[src/pcie_user_pkg.sv]
// ====================
// Shared types and constants for the PCIe user-side packet interface
// Every RTL module that carries words, BAR data or sizes imports this
// ====================
package pcie_user_pkg;

  localparam int SIZE_WIDTH = 24;
  localparam int NUM_BARS   = 6;

  // BAR-hit bits that pick a channel
  localparam int CMD_SELECT  = 0;
  localparam int DATA_SELECT = 1;

  // Config space dword holding BAR 0
  localparam int BAR0_DWADDR = 4;

  typedef logic [31:0] word_t;
  typedef logic [3:0]  keep_t;
  typedef logic [6:0]  bar_hit_t;
  typedef logic [31:0] bar_addr_t;
  typedef bar_addr_t [NUM_BARS-1:0] bar_addrs_t;

  // One bit per ping-pong buffer
  typedef logic [1:0] ppfifo_sel_t;

endpackage
[src/pcie_channel_mux.sv]
// ====================
// Receive steering by BAR hit and transmit arbiter for two channels
// Command wins when idle; a grant holds until the packet's last word
// ====================
module pcie_channel_mux import pcie_user_pkg::*; (
  input  logic     clk,
  input  logic     i_rst,
  input  logic     i_rx_valid,
  input  word_t    i_rx_data,
  input  logic     i_rx_last,
  input  bar_hit_t i_rx_bar_hit,
  output logic     o_rx_ready,
  output word_t    o_chan_rx_data,
  output logic     o_chan_rx_last,
  output logic     o_cmd_rx_valid,
  output logic     o_data_rx_valid,
  input  logic     i_cmd_rx_ready,
  input  logic     i_data_rx_ready,
  input  logic     i_cmd_tx_valid,
  input  word_t    i_cmd_tx_data,
  input  logic     i_cmd_tx_last,
  input  logic     i_data_tx_valid,
  input  word_t    i_data_tx_data,
  input  logic     i_data_tx_last,
  output logic     o_cmd_tx_ready,
  output logic     o_data_tx_ready,
  output logic     o_tx_valid,
  output word_t    o_tx_data,
  output keep_t    o_tx_keep,
  output logic     o_tx_last,
  input  logic     i_tx_ready
);

  logic       cmd_hit;
  logic       data_hit;
  logic [1:0] grant;

  // Command bit has priority over data bit
  assign cmd_hit  = i_rx_bar_hit[CMD_SELECT];
  assign data_hit = !cmd_hit && i_rx_bar_hit[DATA_SELECT];

  assign o_chan_rx_data  = i_rx_data;
  assign o_chan_rx_last  = i_rx_last;
  assign o_cmd_rx_valid  = i_rx_valid && cmd_hit;
  assign o_data_rx_valid = i_rx_valid && data_hit;

  // Words with no channel bit are swallowed as soon as they show up
  assign o_rx_ready = cmd_hit  ? i_cmd_rx_ready  :
                      data_hit ? i_data_rx_ready : i_rx_valid;

  assign o_tx_valid = grant[CMD_SELECT]  ? i_cmd_tx_valid  :
                      grant[DATA_SELECT] ? i_data_tx_valid : 1'b0;
  assign o_tx_data  = grant[DATA_SELECT] ? i_data_tx_data  : i_cmd_tx_data;
  assign o_tx_last  = grant[DATA_SELECT] ? i_data_tx_last  : i_cmd_tx_last;
  assign o_tx_keep  = '1;

  assign o_cmd_tx_ready  = grant[CMD_SELECT]  && i_tx_ready;
  assign o_data_tx_ready = grant[DATA_SELECT] && i_tx_ready;

  always_ff @(posedge clk) begin
    if (i_rst) begin
      grant <= '0;
    end else if (grant == '0) begin
      if (i_cmd_tx_valid) begin
        grant[CMD_SELECT] <= 1'b1;
      end else if (i_data_tx_valid) begin
        grant[DATA_SELECT] <= 1'b1;
      end
    end else if (o_tx_valid && i_tx_ready && o_tx_last) begin
      grant <= '0;
    end
  end

endmodule

[config.mk]
export PLATFORM = sky130hd
export DESIGN_NAME = pcie_channel_mux
export DESIGN_NICKNAME = d
export VERILOG_FILES = /design/src/pcie_user_pkg.sv /design/src/pcie_channel_mux.sv
export SDC_FILE = /design/constraint.sdc
export NUM_CORES = 1
export LEC_CHECK = 0
export BUFFER_PORTS_ARGS = -buffer_cell sky130_fd_sc_hd__buf_2
export CORE_AREA = 2 2 73 75
export CTS_BUF_LIST = sky130_fd_sc_hd__clkbuf_4
export DETAILED_ROUTE_END_ITERATION = 10
export DIE_AREA = 0 0 75 77
export PLACE_DENSITY_LB_ADDON = 0.25
export SETUP_SLACK_MARGIN = 0.4
export SYNTH_ARGS = -nofsm -noshare
export SYNTH_HDL_FRONTEND = slang
export SYNTH_SLANG_ARGS = --single-unit
[constraint.sdc]
create_clock -name clk -period 1.3 [get_ports clk]
set_input_delay 0.065 -clock clk [delete_from_list [all_inputs] [get_ports clk]]
set_output_delay 0.065 -clock clk [all_outputs]
set_load 0.005 [all_outputs]
* After elaboration in Yosys (flattened, before gate mapping)
Index checks and enable logic that the tools add are counted.
Storage, ports and cells: logic and storage cells 28, register bits 2, bits of input ports 114
Cells by class: multiplexer cells 11, equality and inequality tests 3, reductions and logical operators 12
Operators by type and width (number):
- 32-bit two-way mux | 1
- 1-bit two-way mux | 8
- 1-bit logical AND | 7
- 2-bit != test, second input constant | 3
- 2-bit two-way mux | 2
- 3-bit AND reduction | 1
- 2-bit logical NOT | 1
- 2-bit AND reduction | 1
- 2-bit nonzero test | 1
- 1-bit logical NOT | 1

* Logic depth before layout (Yosys ltp)
depth after elaboration 6, depth in mapped cells 4, gate-level depth less buffers 3

* Least setup slack after synthesis
Ideal clock, no wire load.
path type register to output, start register grant[1], end output port o_tx_data[10], data required time 1.235 ns, data arrival time 0.928 ns, setup slack 0.307 ns, stages on the path, launching flop included 3, cells stage by stage dfxtp_1 > buf_2 > mux2_2
On the way: longest elaborated chain between the ends 1
RTL lines:
- from (decl) | line pcie_channel_mux.sv:36 | logic [1:0] grant;
- from (signal assigned) | line pcie_channel_mux.sv:62 | grant <= '0;
- from (signal, indexed assignment) | line pcie_channel_mux.sv:65 | grant[CMD_SELECT] <= 1'b1;
- from (signal, indexed assignment) | line pcie_channel_mux.sv:67 | grant[DATA_SELECT] <= 1'b1;
- 32-bit two-way mux | line pcie_channel_mux.sv:53 | assign o_tx_data = grant[DATA_SELECT] ? i_data_tx_data : i_cmd_tx_data;
- to (decl) | line pcie_channel_mux.sv:28 | output word_t o_tx_data,
Every way passes these cells.

* Final worst setup path
start register grant[1], end output port o_tx_data[20]
Same word-level chain as after synthesis.

==> flow_summary_export.csv <==
group,metric,value,unit
run_status,outcome,"finished, violations left",
run_status,violations,"negative setup slack",
clock_network,insertion_delay,0.23,ns
final_layout,layout-drive-gt1-share,85.8,%
floorplan,start_util,17.1,%
floorplan,coreArea,4980,sq um
setup_path,critPathRequiredTime,1.24,ns
floorplan,die_y,77,um
routing,dr.pass1.iters,3,
synthesis,synth-warning-count,0,
routing,drc,0,
min_path,whs_path_depth,2,
power_and_ir_drop,power_per_cell_area,576,nW/um^2
sta,skew,0.00323,ns
min_path,min_from,"i_tx_ready",
clock_network,clockBufferDepth,2,
sta,setup_viol,20,
global_route,grt_pass1_vias,898,
final_layout,mostFrequentLayoutCells,"91 x buf_2, 24 x buf_6, 22 x mux2_4, 10 x mux2_2, 6 x nand2_1",
routing,vias,1023,
synthesis,synth_area,851,sq um
final_layout,fin_nets,305,
final_layout,layout_commonest_cell,"buf_2",
floorplan,num_rows,26,
floorplan,ioPinCount,190,
placed_design,postPlaceCellArea,1250,sq um
routing,drtIter0Drc,23,
clock_network,cts_max_level,1,
global_route,antenna_found_initial,0,
placed_design,io_buffers,114,
global_route,grt_max_degree,32,
final_layout,multi_input_area,602,sq um
final_layout,fillCellCount,538,
final_layout,largest-register,"grant",
setup_path,start_kind,"flop",
sta,finalCritPeriodShare,101,%
final_layout,syn_to_final_growth,89.3,%
final_layout,num_antenna_cells,0,
final_layout,largest_register_ffs,2,
floorplan,die_w,75,um
clock_network,cts_sinks,2,
sta,period_minus_slack,1.32,ns
routing,ant_nets,0,
final_layout,reg_top3,"grant: 2 flops",
routing,wl_per_cell,15.1,um
final_layout,final_cells,260,
setup_path,r2r_end,"grant[1]",
setup_path,worst_r2r_path_depth,6,
sta,tns,-0.132,ns
setup_path,worstSetupEndpointType,"output port",
setup_path,crit_type,"flop to output port",
sta,finalHoldViolations,0,
power_and_ir_drop,total_power,928,uW
final_layout,final_area,1610,sq um
synthesis,ys_types,17,
clock_network,clk_pin_slew_worst_paths,0.03,ns
min_path,hold_end,"grant[0]",
floorplan,dieArea,5780,sq um
synthesis,ys_ff_latch,2,
setup_path,arrival,1.25,ns
clock_network,cts_tree,"yes",
power_and_ir_drop,ir_drop,292,uV
synthesis,netlist_instances,102,
power_and_ir_drop,p_leak,0.866,nW
min_path,worstHoldPathType,"input pin to flop",
sta,rsz0062_at_grt,"true",
routing,drt-total-wl,3930,um
sta,setup_ws,-0.0194,ns
sta,slew_viol_final,0,
routing,via_per_inst,3.93,
setup_path,ff2ff_setup_slack,0.10,ns
clock_network,cts_buffers,3,
clock_network,cts_root_buf,"clkbuf_4",
global_route,grt.total_usage,10.5,%
final_layout,regArea,47.5,sq um
setup_path,critPathMaxFanout,8,
placed_design,place_hpwl,3180,um
sta,max_freq,758,MHz
placed_design,place_congestion,0.706,
synthesis,syn_area_per_cell,8.34,sq um
synthesis,ys_seq_area_share,4.71,%
setup_path,r2r_start,"grant[1]",
global_route,grt_pass1_wl,4620,um
sta,whs,0.0762,ns
placed_design,dp_cells,250,
run,max_cap_violations,0,
global_route,gr-total-overflow,0,
what timing repair did:
item / in CTS / in global routing
setup endpoints to repair: 38 / 38
hold buffers: 1 / 0
pin swaps: 1 / 3
hold endpoints to repair: 2 / 0
setup buffers: 0 / 2
cloned: 0 / 3
gates resized for setup: 4 / 50
kinds of logic after synthesis:
logic type / after synthesis / share of synthesized area [%]
AO/OA/AOI/OAI: 8 / 5.15
flip-flops: 2 / 4.71
buffers and inverters: 43 / 36.6
AND/OR/NAND/NOR: 15 / 9.56
other: 1 / 0.441
multiplexers: 33 / 43.5
power by group:
group | switching (mW) | total (mW) | internal (mW)
Sequential | 0.0157 | 0.0844 | 0.0687
Clock | 0.0443 | 0.180 | 0.135
Combinational | 0.220 | 0.664 | 0.443
Total | 0.280 | 0.928 | 0.648
layer usage:
layer	vias up	track usage [%]	share of wire, %
met4	0	0.893	0.15
met2	110	21.8	53
met3	4	5.65	17
met5	-	0	0
li1	481	-	-
met1	428	8.31	29
area by class of cell:
cell class	count	share of cell area, %
Multi-Input combinational cell	60	37.4
Sequential cell	2	2.95
Inverter	2	0.466
Tap cell	70	5.44
Timing Repair Buffer	122	51.9
Clock buffer	4	1.86
cells in the mapped netlist:
master,instances,area share [%]
nand3b_1,1,0.88
dfxtp_1,2,4.7
buf_6,1,1.3
a21oi_1,3,1.8
mux2i_1,1,1.2
a311oi_1,1,1.0
nand2_1,7,3.1
buf_4,37,33
nor4b_2,1,1.8
buf_2,3,1.8
o21ai_0,4,2.4
inv_1,2,0.88
nor2_1,2,0.88
and2_1,3,2.2
conb_1,1,0.44
nor2b_1,1,0.74
mux2_2,32,42
how the worst max path moves through the flow:
stage              from       endpoint  slack, ns  cells after the start
6_report       grant[1]  o_tx_data[20]      -0.02                      3
5_1_grt        grant[1]  o_tx_data[20]      -0.05                      3
4_1_cts        grant[1]  o_tx_data[30]      -0.05                      3
3_5_place_dp   grant[1]  o_tx_data[25]       0.21                      3
3_3_place_gp   grant[1]  o_tx_data[23]       0.21                      3
2_1_floorplan  grant[1]       grant[1]       0.40                      4
worst max-delay path: stages, from the launching register on:
cell	delay (ns)
dfxtp_4	0.40
clkbuf_16	0.19
mux2_4	0.31
buf_6	0.12
through the flow:
stage               utilization, %  setup slack (ns)
finish                        32.4           -0.0194
global route                  32.4           -0.0483
CTS                           26.0           -0.0464
detailed placement            25.1             0.207
global placement              25.1             0.206
floorplan                        -             0.399
No activity file was read; power rests on OpenSTA's default activity.
