<file path="config.mk">
export PLATFORM = sky130hd
export DESIGN_NAME = ppfifo
export DESIGN_NICKNAME = d
export VERILOG_FILES = /design/src/pcie_user_pkg.sv /design/src/ppfifo.sv
export SDC_FILE = /design/constraint.sdc
export NUM_CORES = 1
export LEC_CHECK = 0
export ABC_AREA = 1
export BUFFER_PORTS_ARGS = -buffer_cell sky130_fd_sc_hd__buf_2
export CAP_MARGIN = 10
export CORE_UTILIZATION = 45
export CTS_CLUSTER_DIAMETER = 120
export CTS_CLUSTER_SIZE = 8
export DETAILED_ROUTE_END_ITERATION = 16
export MAX_ROUTING_LAYER = met4
export PLACE_DENSITY_LB_ADDON = 0.1
export SLEW_MARGIN = 15
export SYNTH_ARGS = -nofsm -noshare
export SYNTH_HDL_FRONTEND = slang
export SYNTH_SLANG_ARGS = --single-unit
</file>
<file path="constraint.sdc">
create_clock -name clk -period 6 [get_ports clk]
set_clock_uncertainty 0.15 [all_clocks]
set_input_delay 0.9 -clock clk [delete_from_list [all_inputs] [get_ports clk]]
set_output_delay 0.9 -clock clk [all_outputs]
set_load 0.02 [all_outputs]
</file>
<file path="src/pcie_user_pkg.sv">
// ====================
// Shared types and constants for the PCIe user-side packet interface
// Every RTL module that carries words, BAR data or sizes imports this
// ====================
package pcie_user_pkg;

  localparam int SIZE_WIDTH = 24;
  localparam int NUM_BARS   = 6;

  // BAR-hit bits that pick a channel
  localparam int CMD_SELECT  = 0;
  localparam int DATA_SELECT = 1;

  // Config space dword holding BAR 0
  localparam int BAR0_DWADDR = 4;

  typedef logic [31:0] word_t;
  typedef logic [3:0]  keep_t;
  typedef logic [6:0]  bar_hit_t;
  typedef logic [31:0] bar_addr_t;
  typedef bar_addr_t [NUM_BARS-1:0] bar_addrs_t;

  // One bit per ping-pong buffer
  typedef logic [1:0] ppfifo_sel_t;

endpackage
</file>
<file path="src/ppfifo.sv">
// ====================
// Single-clock ping-pong FIFO with two buffers
// Writer activates a ready buffer, strobes words and drops activate to commit
// Reader activates, strobes through the count and drops activate to release
// ====================
module ppfifo import pcie_user_pkg::*; #(
  parameter int ADDR_WIDTH = 4
)(
  input  logic                  clk,
  input  logic                  i_rst,
  input  ppfifo_sel_t           i_wr_activate,
  input  logic                  i_wr_stb,
  input  word_t                 i_wr_data,
  output ppfifo_sel_t           o_wr_ready,
  output logic [SIZE_WIDTH-1:0] o_wr_size,
  input  logic                  i_rd_activate,
  input  logic                  i_rd_stb,
  output logic                  o_rd_ready,
  output logic [SIZE_WIDTH-1:0] o_rd_count,
  output word_t                 o_rd_data
);

  localparam int DEPTH = 2 ** ADDR_WIDTH;

  word_t                 mem [2][DEPTH];
  logic [ADDR_WIDTH:0]   wr_count [2];
  logic [1:0]            committed;
  ppfifo_sel_t           wr_act_q;
  logic                  rd_act_q;
  logic                  rd_sel;
  logic [ADDR_WIDTH-1:0] rd_ptr;
  logic                  wr_sel;
  logic                  wr_en;

  assign wr_sel = i_wr_activate[1];
  assign wr_en  = i_wr_stb && i_wr_activate[wr_sel] &&
                  (wr_count[wr_sel] < (ADDR_WIDTH + 1)'(DEPTH));

  // A buffer is free once released and no longer held by the writer
  assign o_wr_ready[0] = !committed[0] && !wr_act_q[0];
  assign o_wr_ready[1] = !committed[1] && !wr_act_q[1];
  assign o_wr_size     = SIZE_WIDTH'(DEPTH);

  // Fall-through read of the buffer handed to the reader
  assign o_rd_ready = committed[rd_sel] && !rd_act_q;
  assign o_rd_count = SIZE_WIDTH'(wr_count[rd_sel]);
  assign o_rd_data  = mem[rd_sel][rd_ptr];

  always_ff @(posedge clk) begin
    if (wr_en) begin
      mem[wr_sel][wr_count[wr_sel][ADDR_WIDTH-1:0]] <= i_wr_data;
    end
  end

  always_ff @(posedge clk) begin
    if (i_rst) begin
      wr_act_q    <= '0;
      rd_act_q    <= 1'b0;
      committed   <= '0;
      rd_sel      <= 1'b0;
      rd_ptr      <= '0;
      wr_count[0] <= '0;
      wr_count[1] <= '0;
    end else begin
      wr_act_q <= i_wr_activate;
      rd_act_q <= i_rd_activate;
      if (wr_en) begin
        wr_count[wr_sel] <= wr_count[wr_sel] + 1'b1;
      end
      // Falling activate commits; an empty buffer simply becomes free again
      for (int i = 0; i < 2; i++) begin
        if (wr_act_q[i] && !i_wr_activate[i] && (wr_count[i] != '0)) begin
          committed[i] <= 1'b1;
          if (!committed[1-i]) begin
            rd_sel <= i[0];
          end
        end
      end
      if (!i_rd_activate) begin
        rd_ptr <= '0;
      end else if (i_rd_stb) begin
        rd_ptr <= rd_ptr + 1'b1;
      end
      // Release hands the other buffer to the reader next
      if (rd_act_q && !i_rd_activate) begin
        committed[rd_sel] <= 1'b0;
        wr_count[rd_sel]  <= '0;
        rd_sel            <= ~rd_sel;
      end
    end
  end

endmodule

</file>
* Word-level counts from Yosys, hierarchy flattened
Memory sizes are Yosys's and may differ from the RTL's. A register that Yosys moved wholly into a read port is not among the register bits.
Cells that the tools add are included.
** Word-level totals
- Bits in registers :: 10
- Memory bits (writable) :: 1034
- Bits of input ports :: 39
- Output and inout bits :: 83
- Logic and storage cells :: 85
- Memories kept :: 2
** Operators by class
- $add $sub $neg :: 2
- $lt $le $gt $ge :: 7
- Multiplexer cells :: 38
- Bitwise operators :: 6
- Reduce and logical (&&, ||, !) cells :: 25
** Memories
- mem :: depth 2, bits a word 512, read ports 1, clocked after Yosys merged registers in 1, write ports 1, RTL line ppfifo.sv:25 : word_t mem [2][DEPTH];
- wr_count :: depth 2, bits a word 5, read ports 4, clocked after Yosys merged registers in 1, write ports 2, RTL line ppfifo.sv:26 : logic [ADDR_WIDTH:0] wr_count [2];
** Operator list (number)
- $mux 512 :: 1
- $bmux 32 s4 :: 1
- $demux 32 s4 :: 1
- $mux 32 :: 3
- $mux 1 :: 28
- $logic_and 1x1->1 :: 12
- $ge 5x5->1 const B :: 2
- $mux 5 :: 2
- $not 4->5 :: 2
- $reduce_bool 5->1 :: 2
- $reduce_or 5->1 :: 2
- $logic_not 1->1 :: 8
- $add 5x1->5 const B :: 1
- $lt 5x1->1 const B :: 1
- $lt 5x5->1 const B :: 1
- $add 4x1->4 const B :: 1
- $lt 1x2->1 const B :: 2
- $and 2x2->2 :: 1
- $mux 2 :: 1
- $not 1->1 :: 2
- $not 2->2 :: 1
- $reduce_or 2->1 :: 1
- $demux 1 s1 :: 1
- $ge 1x1->1 const B :: 1

* Depth between registers and ports, before layout
- Depth after elaboration :: 9
- Depth in mapped cells :: 12
- Gate-level depth less buffers :: 9

* Worst setup path after synthesis
No wires, ideal clock.
- Path kind :: input -> register
- Start point :: input i_wr_activate[1]
- End point :: memory mem[0][0] (netlist bit), enable pin
- Library setup time :: 461 ps
- Arrival :: 4132 ps
- Data required time :: 5389 ps
- Setup slack :: 1257 ps
- Stages :: 7
- Buffers on the path :: 2
- Cells stage by stage :: buf_2 -> buf_2 -> nand2_1 -> o21ai_0 -> ha_1 -> nand2_1 -> nor3_1
** On the way
- Cells in the longest elaborated chain, start to end :: 7
- Elaborated cells on any way between the ends :: 14
- Those cells by class :: 3 x order compare; 6 x mux; 1 x bitwise; 3 x reduce/logical; 1 x memory
** Ends and longest elaborated chain
- start: declaration :: RTL line ppfifo.sv:11 : input ppfifo_sel_t i_wr_activate,
- $mem_v2 2x5
- $not 4->5 (not written as such) :: RTL line ppfifo.sv:51 : mem[wr_sel][wr_count[wr_sel][ADDR_WIDTH-1:0]] <= i_wr_data;
- $ge 5x5->1 (not written as such) / $lt 5x1->1 (equally long branches) :: RTL line ppfifo.sv:51
- $logic_and 1x1->1 (not written as such) :: RTL line ppfifo.sv:51
- $mux 32 (not written as such) :: RTL line ppfifo.sv:51
- $demux 32 s4 :: RTL line ppfifo.sv:51
- $mux 512 (not written as such) :: RTL line ppfifo.sv:51
- end: declaration :: RTL line ppfifo.sv:25
Parallel ways exist; a longest one is shown, timed or not. The select of a mux whose other input is x is not followed.

==> results <==
- The flow ran to the end, and the final reports show no timing, DRC or antenna violations.
- The wire length of the first global-routing pass is 186000 microns.
- After the first detailed-routing iteration, the DRC count stood at 2746.
- The combinational cell fraction of total power is 0.055.
- The endpoint arrival time on the critical path is 3.83 ns.
- The share of total power dissipated in the clock network is 0.451.
- Leaving out fill and tap cells, the most frequent cell in the layout is sky130_fd_sc_hd__nand2_1.
- The initial core utilization is 0.457.
- The library cell used as clock root buffer is sky130_fd_sc_hd__clkbuf_16.
- The die covers 99900 sq um.
- Leaving out fill and tap cells, the most frequent cells in the layout are sky130_fd_sc_hd__nand2_1 (1449), sky130_fd_sc_hd__edfxtp_1 (1024), sky130_fd_sc_hd__nand3_1 (617).
- Setup repair after global routing left no endpoint under its margin.
- The count of fill cells added during filler insertion is 8586.
- Of the cells placed in the final design, the portion with a size suffix greater than 1 is 0.0836.
- The congestion estimate from routability-driven global placement came to 0.802.
- The routed length per instance is 22.8 microns.
- Headroom to the max-slew limit came out at 0.310.
- For this run, the slowest stage of the critical path takes 0.85 ns.
- The post-route setup TNS is 0 ns.
- The number of global-route vias before repair is 27700.
- After clock tree synthesis, the clock-pin slew on the worst setup and hold paths is 0.05 ns.
- The height of the chip is 316 microns.
- The first detailed-routing pass took 6 iterations.
- The number of port buffers is 78.
- Buffers inserted during clock tree synthesis total 148.
- The number of instances resized during post-cts repair is 0.
- The finished cells cover 50000 sq um.
- The worst hold path belongs to the class in -> reg.
- The number of violations of the max-capacitance limit is 0.
- The placeable core region is 97100 sq um.
- The per-cell via count in the routed design is 5.24.
- The internal power contribution is 12.8 mW.
- Among all stages on the critical path, the largest delay is contributed by sky130_fd_sc_hd__dfxtp_4.
- After detailed placement, the total cell area comes to 46000 sq um.
- By startpoint and endpoint, the worst setup path is classified as reg -> out.
- The switching power share of the total is 0.221.
- The number of endpoints with negative hold slack in the final report is 0.
- The slew at the pin closest to its max-slew limit is 1.04 ns.
- The final routed DRC violation total is 0.
- Setup violations remaining at the end of the flow were counted as 0.
- In the global route stage, overall resource usage came out at 0.266.
- Yosys mapped the design onto 24 distinct sky130hd cell types.
- Post-CTS timing repair inserted 0 buffers for setup.
- The top fanout value on the critical path is 136.
- The I/O pin count is 122.
- The share of total power dissipated in sequential elements is 0.494.
- In this run the deepest clock path goes through 3 buffers.
- IR analysis of the VDD net gives a maximum drop of 283 uV.
- The die boundary width is 316 microns.
- The H-tree depth is 4.
- The via count is 29200.
- The post-cts hold buffer count is 0.
- The worst setup path is launched from a register.
- The total wire length after detailed routing is 127000 microns.
- Counting stages on the worst path, the most repeated cell is sky130_fd_sc_hd__nand2_1.
- The worst setup path is captured at a primary output.
- Walking the worst path, the cells encountered are inv_8, buf_12, nand2_1, nand3_1, nand3_1, nand2_1, nor2_1, nand2_1, nand2_1, inv_1, buf_2.
- The analysis attributes to net switching a power of 3.63 mW.
- The worst-skew pair later-pin latency is 0.73 ns.
- A synthesized cell averages 10.6 sq um.
- Once detail routing completed, the nets flagged for antenna violations numbered 0.
- Once routing completed, OpenROAD measured the worst setup slack at 1.12 ns.
- Summed over all cells, the static leakage comes to 20.1 nW.
- The shortest period the worst path allows is 4.88 ns.
- The clock net in this run drives a total of 1044 sinks.
- Of the synthesized area, sequential elements account for 0.702.
- The max-slew violation count was 0.
- TritonCTS built the clock tree.
- The post-synthesis to final-layout area growth is 12.7%.
- The gate count after technology mapping is 4169.
- The number of antenna violations at the first check in global routing came to 15.
- For this run, the post-layout net count is 4294.
- Power spread over the standard cell area amounts to 328 nW/um^2.
- The synthesized design contains 1044 register bits.
- The share of the cycle needed by the critical path after routing is 0.813.
- Summed over all layers, the global routing overflow is 0.
- The HPWL after detailed placement is 64400 microns.
- Data on the critical path is required at its endpoint by 4.95 ns.
- The number of cell rows is 114.
- The number of warnings reported in the yosys synthesis log is 0.
- The summed instance area of the synthesized netlist is 44400 sq um.
- Static timing analysis puts the maximum clock frequency at 205 MHz.
- The setup slack at placement is 1.90 ns.
- Entering global routing, the biggest net connects 186 pins.
-- cells by family (layout without fill, tap and decap cells) --
logic type,after synthesis,after routing,share of synthesized area
AO/OA/AOI/OAI,127,127,0.0162
XOR/XNOR,1,1,0.000197
AND/OR/NAND/NOR,2190,2190,0.204
buffers and inverters,800,874,0.0764
other,2,49,0.000169
flip-flops,1044,1044,0.702
adder cells (fa/ha/maj),5,5,0.00141
-- metal layers --
metal	routed length, microns	vias up	track usage
met5	0	-	-
met4	3670	0	0.0877
met3	7670	220	0.0400
met2	60100	987	0.415
met1	55300	14200	0.358
li1	-	13800	-
-- stage by stage --
step                      hold WS [ns]  std cells  power (mW)   util
after floorplan                  0.290       4210        8.80      -
after CTS                        0.229       5560        16.5  0.515
after global placement           0.302       5376        9.14  0.474
after detailed placement         0.314       5376        9.14  0.474
after global routing             0.260       5566        16.9  0.515
final                            0.282       5566        16.4  0.515
-- path summary, 6_finish.rpt --
| kind | startpoint | endpoint | slack [ns] | cells past startpoint |
|---|---|---|---|---|
| setup / recovery | rd_sel$_SDFF_PP0_ | o_rd_data[15] | 1.12 | 11 |
| hold / removal | i_rst | committed[0]$_SDFF_PP0_ | 0.28 | 2 |
| setup reg to reg | wr_count[0][0]$_SDFFE_PP0P_ | mem[0][14]$_DFFE_PP_ | 3.04 | 6 |
| hold reg to reg | wr_count[0][2]$_SDFFE_PP0P_ | wr_count[0][2]$_SDFFE_PP0P_ | 0.32 | 2 |
-- critical path, delay by kind of cell (launching register included) --
family,cells,cell delay [ns]
simple gates,7,0.90
flops,1,0.85
buf+inv,4,1.20
-- cell type report --
class	count	area, sq um	area share
Antenna cell	6	15.0	0.000300
Clock buffer	170	3830	0.0766
Clock inverter	14	151	0.00303
Inverter	540	2050	0.0409
Multi-Input combinational cell	2366	10200	0.203
Sequential cell	1044	31200	0.623
Tap cell	1276	1600	0.0319
Timing Repair Buffer	150	1040	0.0209
-- power by group through the flow --
stage / registers (mW) / logic, mW / clock network (mW)
floorplan: 8.23 / 0.579 / 0
global placement: 8.24 / 0.899 / 0
detailed placement: 8.24 / 0.903 / 0
CTS: 8.10 / 0.906 / 7.52
global route: 8.10 / 0.993 / 7.83
finish: 8.10 / 0.899 / 7.39
-- registers in the layout, indices dropped and copies added (netlist names) --
name	flops
mem	1024
wr_count	10
rd_ptr	4
committed	2
wr_act_q	2
rd_act_q	1
rd_sel	1
-- cell usage after synthesis, drive strengths merged --
master,number,area (sq um)
nand2,1450,5440
edfxtp,1024,30700
nand3,617,3090
inv,539,2020
buf,204,1150
nor2,84,315
a21oi,78,390
clkbuf,56,210
nor3,35,175
o211ai,33,248
dfxtp,20,400
o21ai,14,70.1
ha,5,62.6
nand4,3,18.8
a31oi,2,12.5
conb,2,7.51
clkinv,1,3.75
nand3b,1,7.51
xor2,1,8.76
(Power assumes the default switching activity.)
