$ cat src/pcie_user_pkg.sv
// ====================
// Shared types and constants for the PCIe user-side packet interface
// Every RTL module that carries words, BAR data or sizes imports this
// ====================
package pcie_user_pkg;

  localparam int SIZE_WIDTH = 24;
  localparam int NUM_BARS   = 6;

  // BAR-hit bits that pick a channel
  localparam int CMD_SELECT  = 0;
  localparam int DATA_SELECT = 1;

  // Config space dword holding BAR 0
  localparam int BAR0_DWADDR = 4;

  typedef logic [31:0] word_t;
  typedef logic [3:0]  keep_t;
  typedef logic [6:0]  bar_hit_t;
  typedef logic [31:0] bar_addr_t;
  typedef bar_addr_t [NUM_BARS-1:0] bar_addrs_t;

  // One bit per ping-pong buffer
  typedef logic [1:0] ppfifo_sel_t;

endpackage
$ cat src/bar_addr_reader.sv
// ====================
// Reads the six BAR base addresses from configuration space
// Start with a strobe, wait for busy to fall, then read the addresses
// ====================
module bar_addr_reader import pcie_user_pkg::*; (
  input  logic       clk,
  input  logic       i_rst,
  input  logic       i_read_bar_stb,
  output logic       o_cfg_rd_en,
  output logic [9:0] o_cfg_dwaddr,
  input  word_t      i_cfg_do,
  input  logic       i_cfg_rd_wr_done,
  output bar_addrs_t o_bar_addr,
  output logic       o_bar_busy
);

  localparam int IDX_WIDTH = $clog2(NUM_BARS);

  logic [IDX_WIDTH-1:0] idx;

  assign o_cfg_dwaddr = 10'(BAR0_DWADDR) + 10'(idx);

  always_ff @(posedge clk) begin
    if (i_rst) begin
      o_cfg_rd_en <= 1'b0;
      o_bar_busy  <= 1'b0;
      o_bar_addr  <= '0;
      idx         <= '0;
    end else if (o_bar_busy) begin
      if (!o_cfg_rd_en) begin
        o_cfg_rd_en <= 1'b1;
      end else if (i_cfg_rd_wr_done) begin
        // One idle cycle between requests so each read starts fresh
        o_cfg_rd_en     <= 1'b0;
        o_bar_addr[idx] <= i_cfg_do;
        if (idx == IDX_WIDTH'(NUM_BARS - 1)) begin
          o_bar_busy <= 1'b0;
        end else begin
          idx <= idx + 1'b1;
        end
      end
    end else if (i_read_bar_stb) begin
      o_bar_busy <= 1'b1;
      idx        <= '0;
    end
  end

endmodule

$ cat config.mk
export PLATFORM = sky130hd
export DESIGN_NAME = bar_addr_reader
export DESIGN_NICKNAME = d
export VERILOG_FILES = /design/src/pcie_user_pkg.sv /design/src/bar_addr_reader.sv
export SDC_FILE = /design/constraint.sdc
export NUM_CORES = 1
export LEC_CHECK = 0
export BUFFER_PORTS_ARGS = -buffer_cell sky130_fd_sc_hd__buf_2
export CORE_MARGIN = 3
export CORE_UTILIZATION = 50
export DETAILED_ROUTE_END_ITERATION = 7
export HOLD_SLACK_MARGIN = 0.12
export PLACE_DENSITY = 0.78
export SYNTH_ARGS = -nofsm -noshare
export SYNTH_HDL_FRONTEND = slang
export SYNTH_SLANG_ARGS = --single-unit
$ cat constraint.sdc
create_clock -name clk -period 2.2 [get_ports clk]
set_clock_uncertainty 0.2 [all_clocks]
set_input_delay 0.11 -clock clk [delete_from_list [all_inputs] [get_ports clk]]
set_output_delay 0.11 -clock clk [all_outputs]
set_load 0.01 [all_outputs]
**Word level (Yosys, flattened, before mapping)**

Cells that the tools add are included.

- Equality and inequality tests: 4
- Reduce and logical (&&, ||, !) cells: 4
- Add/sub/neg operators: 2
- Magnitude comparators: 2
- Multiplexer cells: 15

Operator list:

| cell | count |
|---|---|
| $bwmux 192 | 1 |
| $demux 32 s3 | 1 |
| $mux 32 | 1 |
| $mux 3 | 5 |
| $mux 1 | 7 |
| $ne 2x2->1 const B | 3 |
| $add 3x3->4 const A | 1 |
| $lt 3x4->1 const B | 1 |
| $reduce_and 4->1 | 1 |
| $add 3x1->3 const B | 1 |
| $eq 3x3->1 const B | 1 |
| $ge 3x1->1 const B | 1 |
| $reduce_and 3->1 | 1 |
| $reduce_bool 2->1 | 1 |
| $logic_and 1x1->1 | 1 |

- Output and inout bits: 204
- Input port bits: 36
- Bits in registers: 197
- Word-level logic and storage cells: 36

**Longest topological paths before layout**

Gate-level depths: netlist (run 1).

- Word-level depth: 5
- Gate-level depth with buffers: 6
- Gate-level depth less buffers: 5

**Worst setup path after synthesis (run 1)**

OpenSTA, ideal clock, no wires.

- Path kind: reg-to-reg
- Start: register o_cfg_rd_en
- End: register o_bar_addr[85] (netlist bit)
- Setup time: 72 ps
- Path buffers: 3
- Period minus slack after synthesis: 1721 ps
- Data arrival time: 1449 ps
- Stages on the path, launching flop included: 7
- Required time: 1928 ps
- Setup slack: 479 ps
- Cells stage by stage: dfxtp_1 -> buf_2 -> nor2b_2 -> and4b_1 -> buf_4 -> buf_6 -> mux2i_1

- Longest elaborated chain between the ends: 1

RTL lines:

| what | RTL line | text |
|---|---|---|
| from (decl) | bar_addr_reader.sv:9 | `output logic o_cfg_rd_en,` |
| from (signal assigned) | bar_addr_reader.sv:25 | `o_cfg_rd_en <= 1'b0;` |
| from (signal assigned) | bar_addr_reader.sv:31 | `o_cfg_rd_en <= 1'b1;` |
| from (signal assigned) | bar_addr_reader.sv:34 | `o_cfg_rd_en <= 1'b0;` |
| $reduce_and 3->1 (no source line) | -- |  |
| to (signal, indexed assignment) | bar_addr_reader.sv:35 | `o_bar_addr[idx] <= i_cfg_do;` |
| to (decl) | bar_addr_reader.sv:13 | `output bar_addrs_t o_bar_addr,` |

Every way passes these cells.
A chain may end at the register's enable or synchronous reset.

**Worst setup path after layout (run 1)**

- Start: input port i_cfg_rd_wr_done
- End: register o_bar_addr[131] (netlist bit)

- Longest elaborated chain between the ends: 1

RTL lines:

| what | RTL line | text |
|---|---|---|
| from (decl) | bar_addr_reader.sv:12 | `input logic i_cfg_rd_wr_done,` |
| $reduce_and 3->1 (no source line) | -- |  |

Every way passes these cells.

==> summary.md, run 1 <==
| Metric | Value |
|---|---|
| Yosys cell types | `35` |
| Post-Syn Instances | `709` |
| First-pass GRT wire length | `30,300 µm` |
| Hold crit path type | `reg2reg` |
| Met1 global-route usage | `29.5%` |
| Main combinational cell family by area after synthesis | `multiplexers` |
| Relative max-transition margin | `65.1%` |
| Die footprint | `0.0161 mm²` |
| CTS max path bufs | `2` |
| Final Slew Violations | `0` |
| Die Ht | `127 µm` |
| Routed WL | `19,000 µm` |
| Post-synth top cells | `nand2_1, dfxtp_1, mux2i_1, clkbuf_1, buf_4` |
| CP max FO | `22` |
| Dpl cell area | `0.00868 mm²` |
| Minimum clock period | `1.85 ns` |
| RD Place Congestion | `0.834` |
| Complex-gate fraction of the synthesized area | `0.926%` |
| Core Area | `0.0141 mm²` |
| Synth warn | `0` |
| Initial DRC count | `308` |
| Synth area leader | `dfxtp_1` |
| Post-Synth Adder-Cell Area | `0.343%` |
| Total CTS buffers | `17` |
| CP Buf/Inv Count | `3` |
| Detail Placement HPWL | `12,600 µm` |
| DIE WIDTH | `127 µm` |
| Crit Path Class | `in2reg` |
| Startpoint Class | `input port` |
| Initial Util | `51.8%` |
| I/O Buffers | `233` |
| Nets | `1,010` |
| Residual DRC count | `0` |
| Simple-gate area share of the yosys netlist | `13.8%` |
| CTS tree | `done` |
| DR vias/cell | `5.07` |
| Design area | `0.00959 mm²` |
| Final Hold Viols | `0` |
| Clock transition at the registers of the reported paths | `0.07 ns` |
| Detailed Routing Iterations Pass 1 | `5` |
| Clock Tree Root | `clkbuf_16` |
| Hold Slack | `0.253 ns` |
| Post-synth top flop | `dfxtp_1` |
| Synth Area in XOR/XNOR | `0%` |
| Clock sinks | `197` |
| Via count of the first global-routing pass | `5,770` |
| N_diodes | `0` |
| Initial antenna violation count | `0` |
| Max-cap violations | `0` |
| Register area | `0.00394 mm²` |
| Slew of the pin with the lowest slew margin | `0.523 ns` |
| Area occupied by multi-input gates | `0.00307 mm²` |
| Yosys top cell area share | `54.0%` |
| Setup bufs post-CTS | `0` |
| # IOs | `240` |
| Crit path largest cell delay | `0.55 ns` |
| Post-synth EDFFs | `0` |
| Status | `finished clean` |
| Setup repair after global routing missed its margin | `false` |
| Largest net degree at the start of global routing | `53` |
| Fmax | `542 MHz` |
| Crit path capture type | `register` |
| Wire length per cell | `16.3 µm` |
| CP top delay family | `buffers and inverters` |
| Mapped Area | `0.00730 mm²` |
| Grt met3 use | `7.83%` |
| Fraction of registers with async set/reset | `0%` |
| Final setup fails | `0` |
| Peak VDD IR | `0.000612 V` |
| Worst skew pair latency | `0.43 ns` |
| Num rows | `43` |
| Critical Path AT | `1.99 ns` |
| Global routing usage on met2 | `38.5%` |
| Vias | `5,905` |
| Crit-path cells | `dlygate4sd3_1, buf_2, and3b_1, nand4b_4, buf_12, mux2i_1` |
| Routed Antenna Nets | `0` |
| Pwr dens | `713 mW/mm²` |
| Fillers | `1,082` |
| Worst Path Required | `2.35 ns` |
| Setup TNS | `0 ns` |
| Count leader, synth | `nand2_1` |
| GRT overflow | `0` |
| Leak Pwr | `5.41 nW` |
| Pwr Total | `6.83 mW` |
| Worst path slowest cell | `dlygate4sd3_1` |
| Share of layout cells above drive strength 1 | `30.1%` |
| Avg Cell Area, Syn | `10.3 µm²` |
| Top cells by area, synth | `dfxtp_1, mux2i_1, nand2_1` |
| Global route hottest layer | `met2` |
| Total track usage | `23.7%` |
| Mux share of post-synthesis cell area | `26.3%` |
| Crit share post-route | `83.9%` |
| CTS H-Tree Depth | `4` |
| Layout area overhead | `31.3%` |
| #FFs+latches synth | `197` |
| Seq/Total Area, Yosys | `54.0%` |
| Worst R2R Setup Slack | `0.36 ns` |
## cell families (layout without fill, tap and decap cells)
kind of cell / count (synthesis) / in the layout
compound gates: 9 / 9
fa+ha+maj: 2 / 2
simple gates: 248 / 248
buf+inv: 60 / 331
mux: 192 / 192
other cells: 1 / 6
flops: 197 / 197
## power by group
group / total [mW] / internal, mW / switching, mW
Combinational: 0.322 / 0.125 / 0.196
Clock: 2.92 / 1.58 / 1.35
Sequential: 3.59 / 3.58 / 0.00832
## cell type report
cell class | instances | share of cell area (%)
flip-flops and latches | 197 | 41.1
multi-input cells | 457 | 32.0
repair buffers | 295 | 18.5
clock buffers | 23 | 5.09
well taps | 180 | 2.35
clock inverters | 9 | 0.718
inverters | 4 | 0.209
## tightest hold or removal path, delay by kind of cell (launching register included)
family | cells | cell delay (ns)
simple gates | 1 | 0.05
flops | 1 | 0.31
mux | 1 | 0.05
## stage by stage
stage / util (%) / setup WS, ns / std cells
2_1_floorplan: - / 0.479 / 714
3_3_place_gp: 61.6 / 0.461 / 1098
3_5_place_dp: 61.6 / 0.403 / 1098
4_1_cts: 68.0 / 0.379 / 1165
5_1_grt: 68.0 / 0.189 / 1165
6_report: 68.0 / 0.354 / 1165
## final timing paths
path,from,end,cells past startpoint
setup / recovery,i_cfg_rd_wr_done,o_bar_addr[131]$_SDFFE_PP0P_,6
hold / removal,o_bar_addr[39]$_SDFFE_PP0P_,o_bar_addr[39]$_SDFFE_PP0P_,2
setup reg to reg,idx[0]$_SDFFE_PP0P_,o_bar_addr[131]$_SDFFE_PP0P_,3
hold reg to reg,o_bar_addr[39]$_SDFFE_PP0P_,o_bar_addr[39]$_SDFFE_PP0P_,2
## cells in the final DEF (no fill, tap or decap), types with 2 or more instances in the layout
| master | netlist | final |
|---|---|---|
| clkbuf_16 | 0 | 17 |
| inv_1 | 3 | 3 |
| nand3_1 | 3 | 3 |
| mux2i_1 | 192 | 192 |
| ha_1 | 2 | 2 |
| inv_6 | 0 | 4 |
| and3_1 | 2 | 2 |
| dlygate4sd3_1 | 0 | 35 |
| clkbuf_1 | 26 | 2 |
| clkinv_2 | 0 | 2 |
| buf_4 | 19 | 23 |
| nand4_4 | 0 | 2 |
| nor2_1 | 2 | 2 |
| clkinv_4 | 0 | 2 |
| nand2_1 | 227 | 227 |
| clkbuf_8 | 0 | 4 |
| buf_2 | 8 | 233 |
| conb_1 | 1 | 6 |
| clkinvlp_4 | 0 | 2 |
| and2_1 | 2 | 2 |
| dfxtp_1 | 197 | 197 |
| buf_12 | 0 | 4 |
## layer usage
| layer | vias to the layer above | routed length (µm) |
|---|---|---|
| met5 | - | 0 |
| met4 | 0 | 333 |
| met3 | 27 | 1690 |
| met2 | 219 | 8820 |
| met1 | 2789 | 8200 |
| li1 | 2870 | - |
## repair_timing
action | CTS | global route
gates resized for setup | 0 | 0
endpoints found under the hold margin | 197 | 0
hold buffers | 35 | 0
## flip-flops by register name, summed over array words and instances, names as in the netlist
name         count
o_bar_addr     192
idx              3
o_bar_busy       1
o_cfg_rd_en      1
Power figures use the tool's default switching activity.
==> inputs of run 2 (changes only) <==
--- a/config.mk
+++ b/config.mk
@@ -5,12 +5,13 @@
 export SDC_FILE = /design/constraint.sdc
 export NUM_CORES = 1
 export LEC_CHECK = 0
+export ABC_AREA = 1
 export BUFFER_PORTS_ARGS = -buffer_cell sky130_fd_sc_hd__buf_2
 export CORE_MARGIN = 3
 export CORE_UTILIZATION = 50
 export DETAILED_ROUTE_END_ITERATION = 7
 export HOLD_SLACK_MARGIN = 0.12
-export PLACE_DENSITY = 0.78
+export PLACE_DENSITY = 0.79
 export SYNTH_ARGS = -nofsm -noshare
 export SYNTH_HDL_FRONTEND = slang
 export SYNTH_SLANG_ARGS = --single-unit
==> constraint.sdc (replaced) <==
create_clock -name clk -period 1.8 [get_ports clk]
set_clock_uncertainty 0.2 [all_clocks]
set_input_delay 0.09 -clock clk [delete_from_list [all_inputs] [get_ports clk]]
set_output_delay 0.09 -clock clk [all_outputs]
set_load 0.01 [all_outputs]
==> run 2 against run 1 <==
Effect of this change: sequential power is 23% higher; clock power up 32%; combinational power up 41%; critical endpoint is now o_bar_addr[89]$_SDFFE_PP0P_.
==> summary.md, run 2 <==
| Metric | Value |
|---|---|
| Critical Path AT | `1.85 ns` |
| GRT overflow | `0` |
| Setup TNS | `0 ns` |
| Max-cap violations | `0` |
| Share of layout cells above drive strength 1 | `26.9%` |
| Pwr dens | `938 mW/mm²` |
| Fmax | `578 MHz` |
| Minimum clock period | `1.73 ns` |
| Synth warn | `0` |
| Die Ht | `125 µm` |
| Initial DRC count | `751` |
| Count leader, synth | `nor2_1` |
| Post-synth top flop | `dfxtp_1` |
| Detail Placement HPWL | `14,000 µm` |
| Crit path to | `o_bar_addr[89]$_SDFFE_PP0P_` |
| Post-synth EDFFs | `0` |
| Sequential share of power | `50.6%` |
| Routed WL | `21,200 µm` |
| N_diodes | `0` |
| Status | `finished clean` |
| Yosys top cell area share | `56.0%` |
| Initial antenna violation count | `0` |
| Startpoint Class | `register` |
| Clock Tree Root | `clkbuf_16` |
| Avg Cell Area, Syn | `7.96 µm²` |
| Num rows | `42` |
| Leak Pwr | `4.22 nW` |
| Reg2Reg Depth | `6` |
| Crit Path Class | `reg2reg` |
| CTS H-Tree Depth | `4` |
| Mapped Area | `0.00704 mm²` |
| DIE WIDTH | `125 µm` |
| Detailed Routing Iterations Pass 1 | `6` |
| Fillers | `1,101` |
| Largest register FFs | `192` |
| Worst Path Required | `1.92 ns` |
| Top cells by area, synth | `dfxtp_1, nor2_1, o21ai_0` |
| Crit path from | `o_bar_busy$_SDFF_PP0_` |
| Logic pwr share | `5.2%` |
| Residual DRC count | `0` |
| CTS tree | `done` |
| Most frequent cells in the layout | `nor2_1, buf_2, dfxtp_1` |
| Setup repair after global routing missed its margin | `true` |
| CP max FO | `10` |
| Final setup fails | `0` |
| Final Hold Viols | `0` |
| Register area | `0.00395 mm²` |
| Seq/Total Area, Yosys | `56.0%` |
| Clock power frac | `44.2%` |
| Post-Syn Instances | `884` |
| Final Slew Violations | `0` |
| Setup bufs post-CTS | `0` |
| Die footprint | `0.0155 mm²` |
| DR vias/cell | `5.13` |
| Layout area overhead | `31.8%` |
| First-pass GRT wire length | `33,300 µm` |
| RD Place Congestion | `0.817` |
| Hold Slack | `0.240 ns` |
| # IOs | `240` |
| Reg2Reg Capture Point | `o_bar_addr[89]$_SDFFE_PP0P_` |
| Wire length per cell | `15.9 µm` |
| Biggest register | `o_bar_addr` |
| Sw Pwr | `1.94 mW` |
| Core Area | `0.0135 mm²` |
| Fraction of registers with async set/reset | `0%` |
| Largest net degree at the start of global routing | `72` |
| Int Pwr | `6.76 mW` |
| Area occupied by multi-input gates | `0.00265 mm²` |
| Peak VDD IR | `0.000680 V` |
| Largest regs | `o_bar_addr (192), idx (3)` |
| Worst skew pair latency | `0.43 ns` |
| Total track usage | `26.7%` |
| Nets | `1,179` |
| Clock transition at the registers of the reported paths | `0.07 ns` |
| Total CTS buffers | `17` |
| Crit path capture type | `register` |
| CTS max path bufs | `2` |
| Routed Antenna Nets | `0` |
| Synth area leader | `dfxtp_1` |
| Clock sinks | `197` |
| Initial Util | `52.1%` |
| Commonest non-fill, non-tap cell in the layout | `nor2_1` |
| Sw Ratio | `22.3%` |
| Crit share post-route | `96.2%` |
| Yosys cell types | `22` |
| I/O Buffers | `233` |
| Pwr Total | `8.70 mW` |
| #FFs+latches synth | `197` |
| Via count of the first global-routing pass | `6,296` |
| Hold crit path type | `in2reg` |
| Vias | `6,828` |
| Worst R2R Setup Slack | `0.07 ns` |
| RR Startpoint | `o_bar_busy$_SDFF_PP0_` |
| Post-synth top cells | `nor2_1, dfxtp_1, o21ai_0, o21ai_1, clkbuf_1` |
## run 2: cell count changes after synthesis, moves of 4 or more
cell / change
buf_2: -6
nor2_1: +386
o21ai_0: +131
mux2i_1: -192
clkinv_2: +4
buf_6: +15
nand3_2: +6
clkbuf_1: -7
buf_4: -13
nand2_1: -215
clkbuf_2: +18
o21ai_1: +62
## run 2: worst max-delay path, stage by stage, from the launching register on
cell and delay, ns:
dfxtp_1 0.40, inv_2 0.10, nor2_8 0.22, nand3_2 0.19, buf_4 0.22, o21ai_0 0.22
nor2_1 0.07
## run 2: how the worst min path moves through the flow
stage	startpoint	slack, ns	depth (start not counted)	endpoint
2_1_floorplan	i_rst	-0.04	1	idx[1]$_SDFFE_PP0P_
6_report	i_rst	0.24	3	idx[1]$_SDFFE_PP0P_
3_3_place_gp	i_rst	0.12	2	idx[2]$_SDFFE_PP0P_
5_1_grt	i_rst	0.22	3	idx[1]$_SDFFE_PP0P_
3_5_place_dp	i_rst	0.12	2	idx[2]$_SDFFE_PP0P_
4_1_cts	i_rst	0.20	3	idx[2]$_SDFFE_PP0P_
## run 2: cell type report
class	instances	area share [%]
Sequential cell	197	42.5
Clock inverter	11	1.34
Multi-Input combinational cell	617	28.6
Inverter	12	0.566
Tap cell	176	2.37
Clock buffer	21	5.18
Timing Repair Buffer	296	19.4
## run 2: cell families after synthesis
family	Yosys count	synth area share (%)
buf+inv	75	6.67
fa+ha+maj	2	0.355
other cells	1	0.0533
compound gates	198	14.1
simple gates	411	22.8
flops	197	56.0
## run 2: per-stage QoR
stage	util [%]	area, µm²	instances	setup WS, ns
floorplan	-	7060	889	0.300
global placement	61.6	8310	1263	0.199
detailed placement	61.6	8310	1263	0.133
CTS	68.6	9270	1330	0.0742
global route	68.7	9280	1330	-0.0396
finish	68.7	9280	1330	0.0692
## run 2: repair_timing
action / in CTS / in global routing
setup endpoints to repair: 0 / 49
resized for setup: 0 / 3
endpoints found under the hold margin: 197 / 0
hold buffers: 35 / 0
## run 2: power groups by stage
| stage | Clock [mW] | Sequential (mW) | Combinational, mW |
|---|---|---|---|
| global placement | 0 | 4.50 | 0.382 |
| finish | 3.85 | 4.40 | 0.455 |
| floorplan | 0 | 4.51 | 0.207 |
| global route | 4.09 | 4.40 | 0.505 |
| detailed placement | 0 | 4.50 | 0.386 |
| CTS | 3.88 | 4.40 | 0.448 |
## run 2: per-layer routing
layer | global-route usage [%] | part of all wire [%] | up-vias
met5 | 0 | 0 | -
met4 | 9.86 | 2.4 | 0
met3 | 7.72 | 8.1 | 35
met2 | 43.9 | 49 | 294
met1 | 33.2 | 41 | 3160
li1 | - | - | 3339
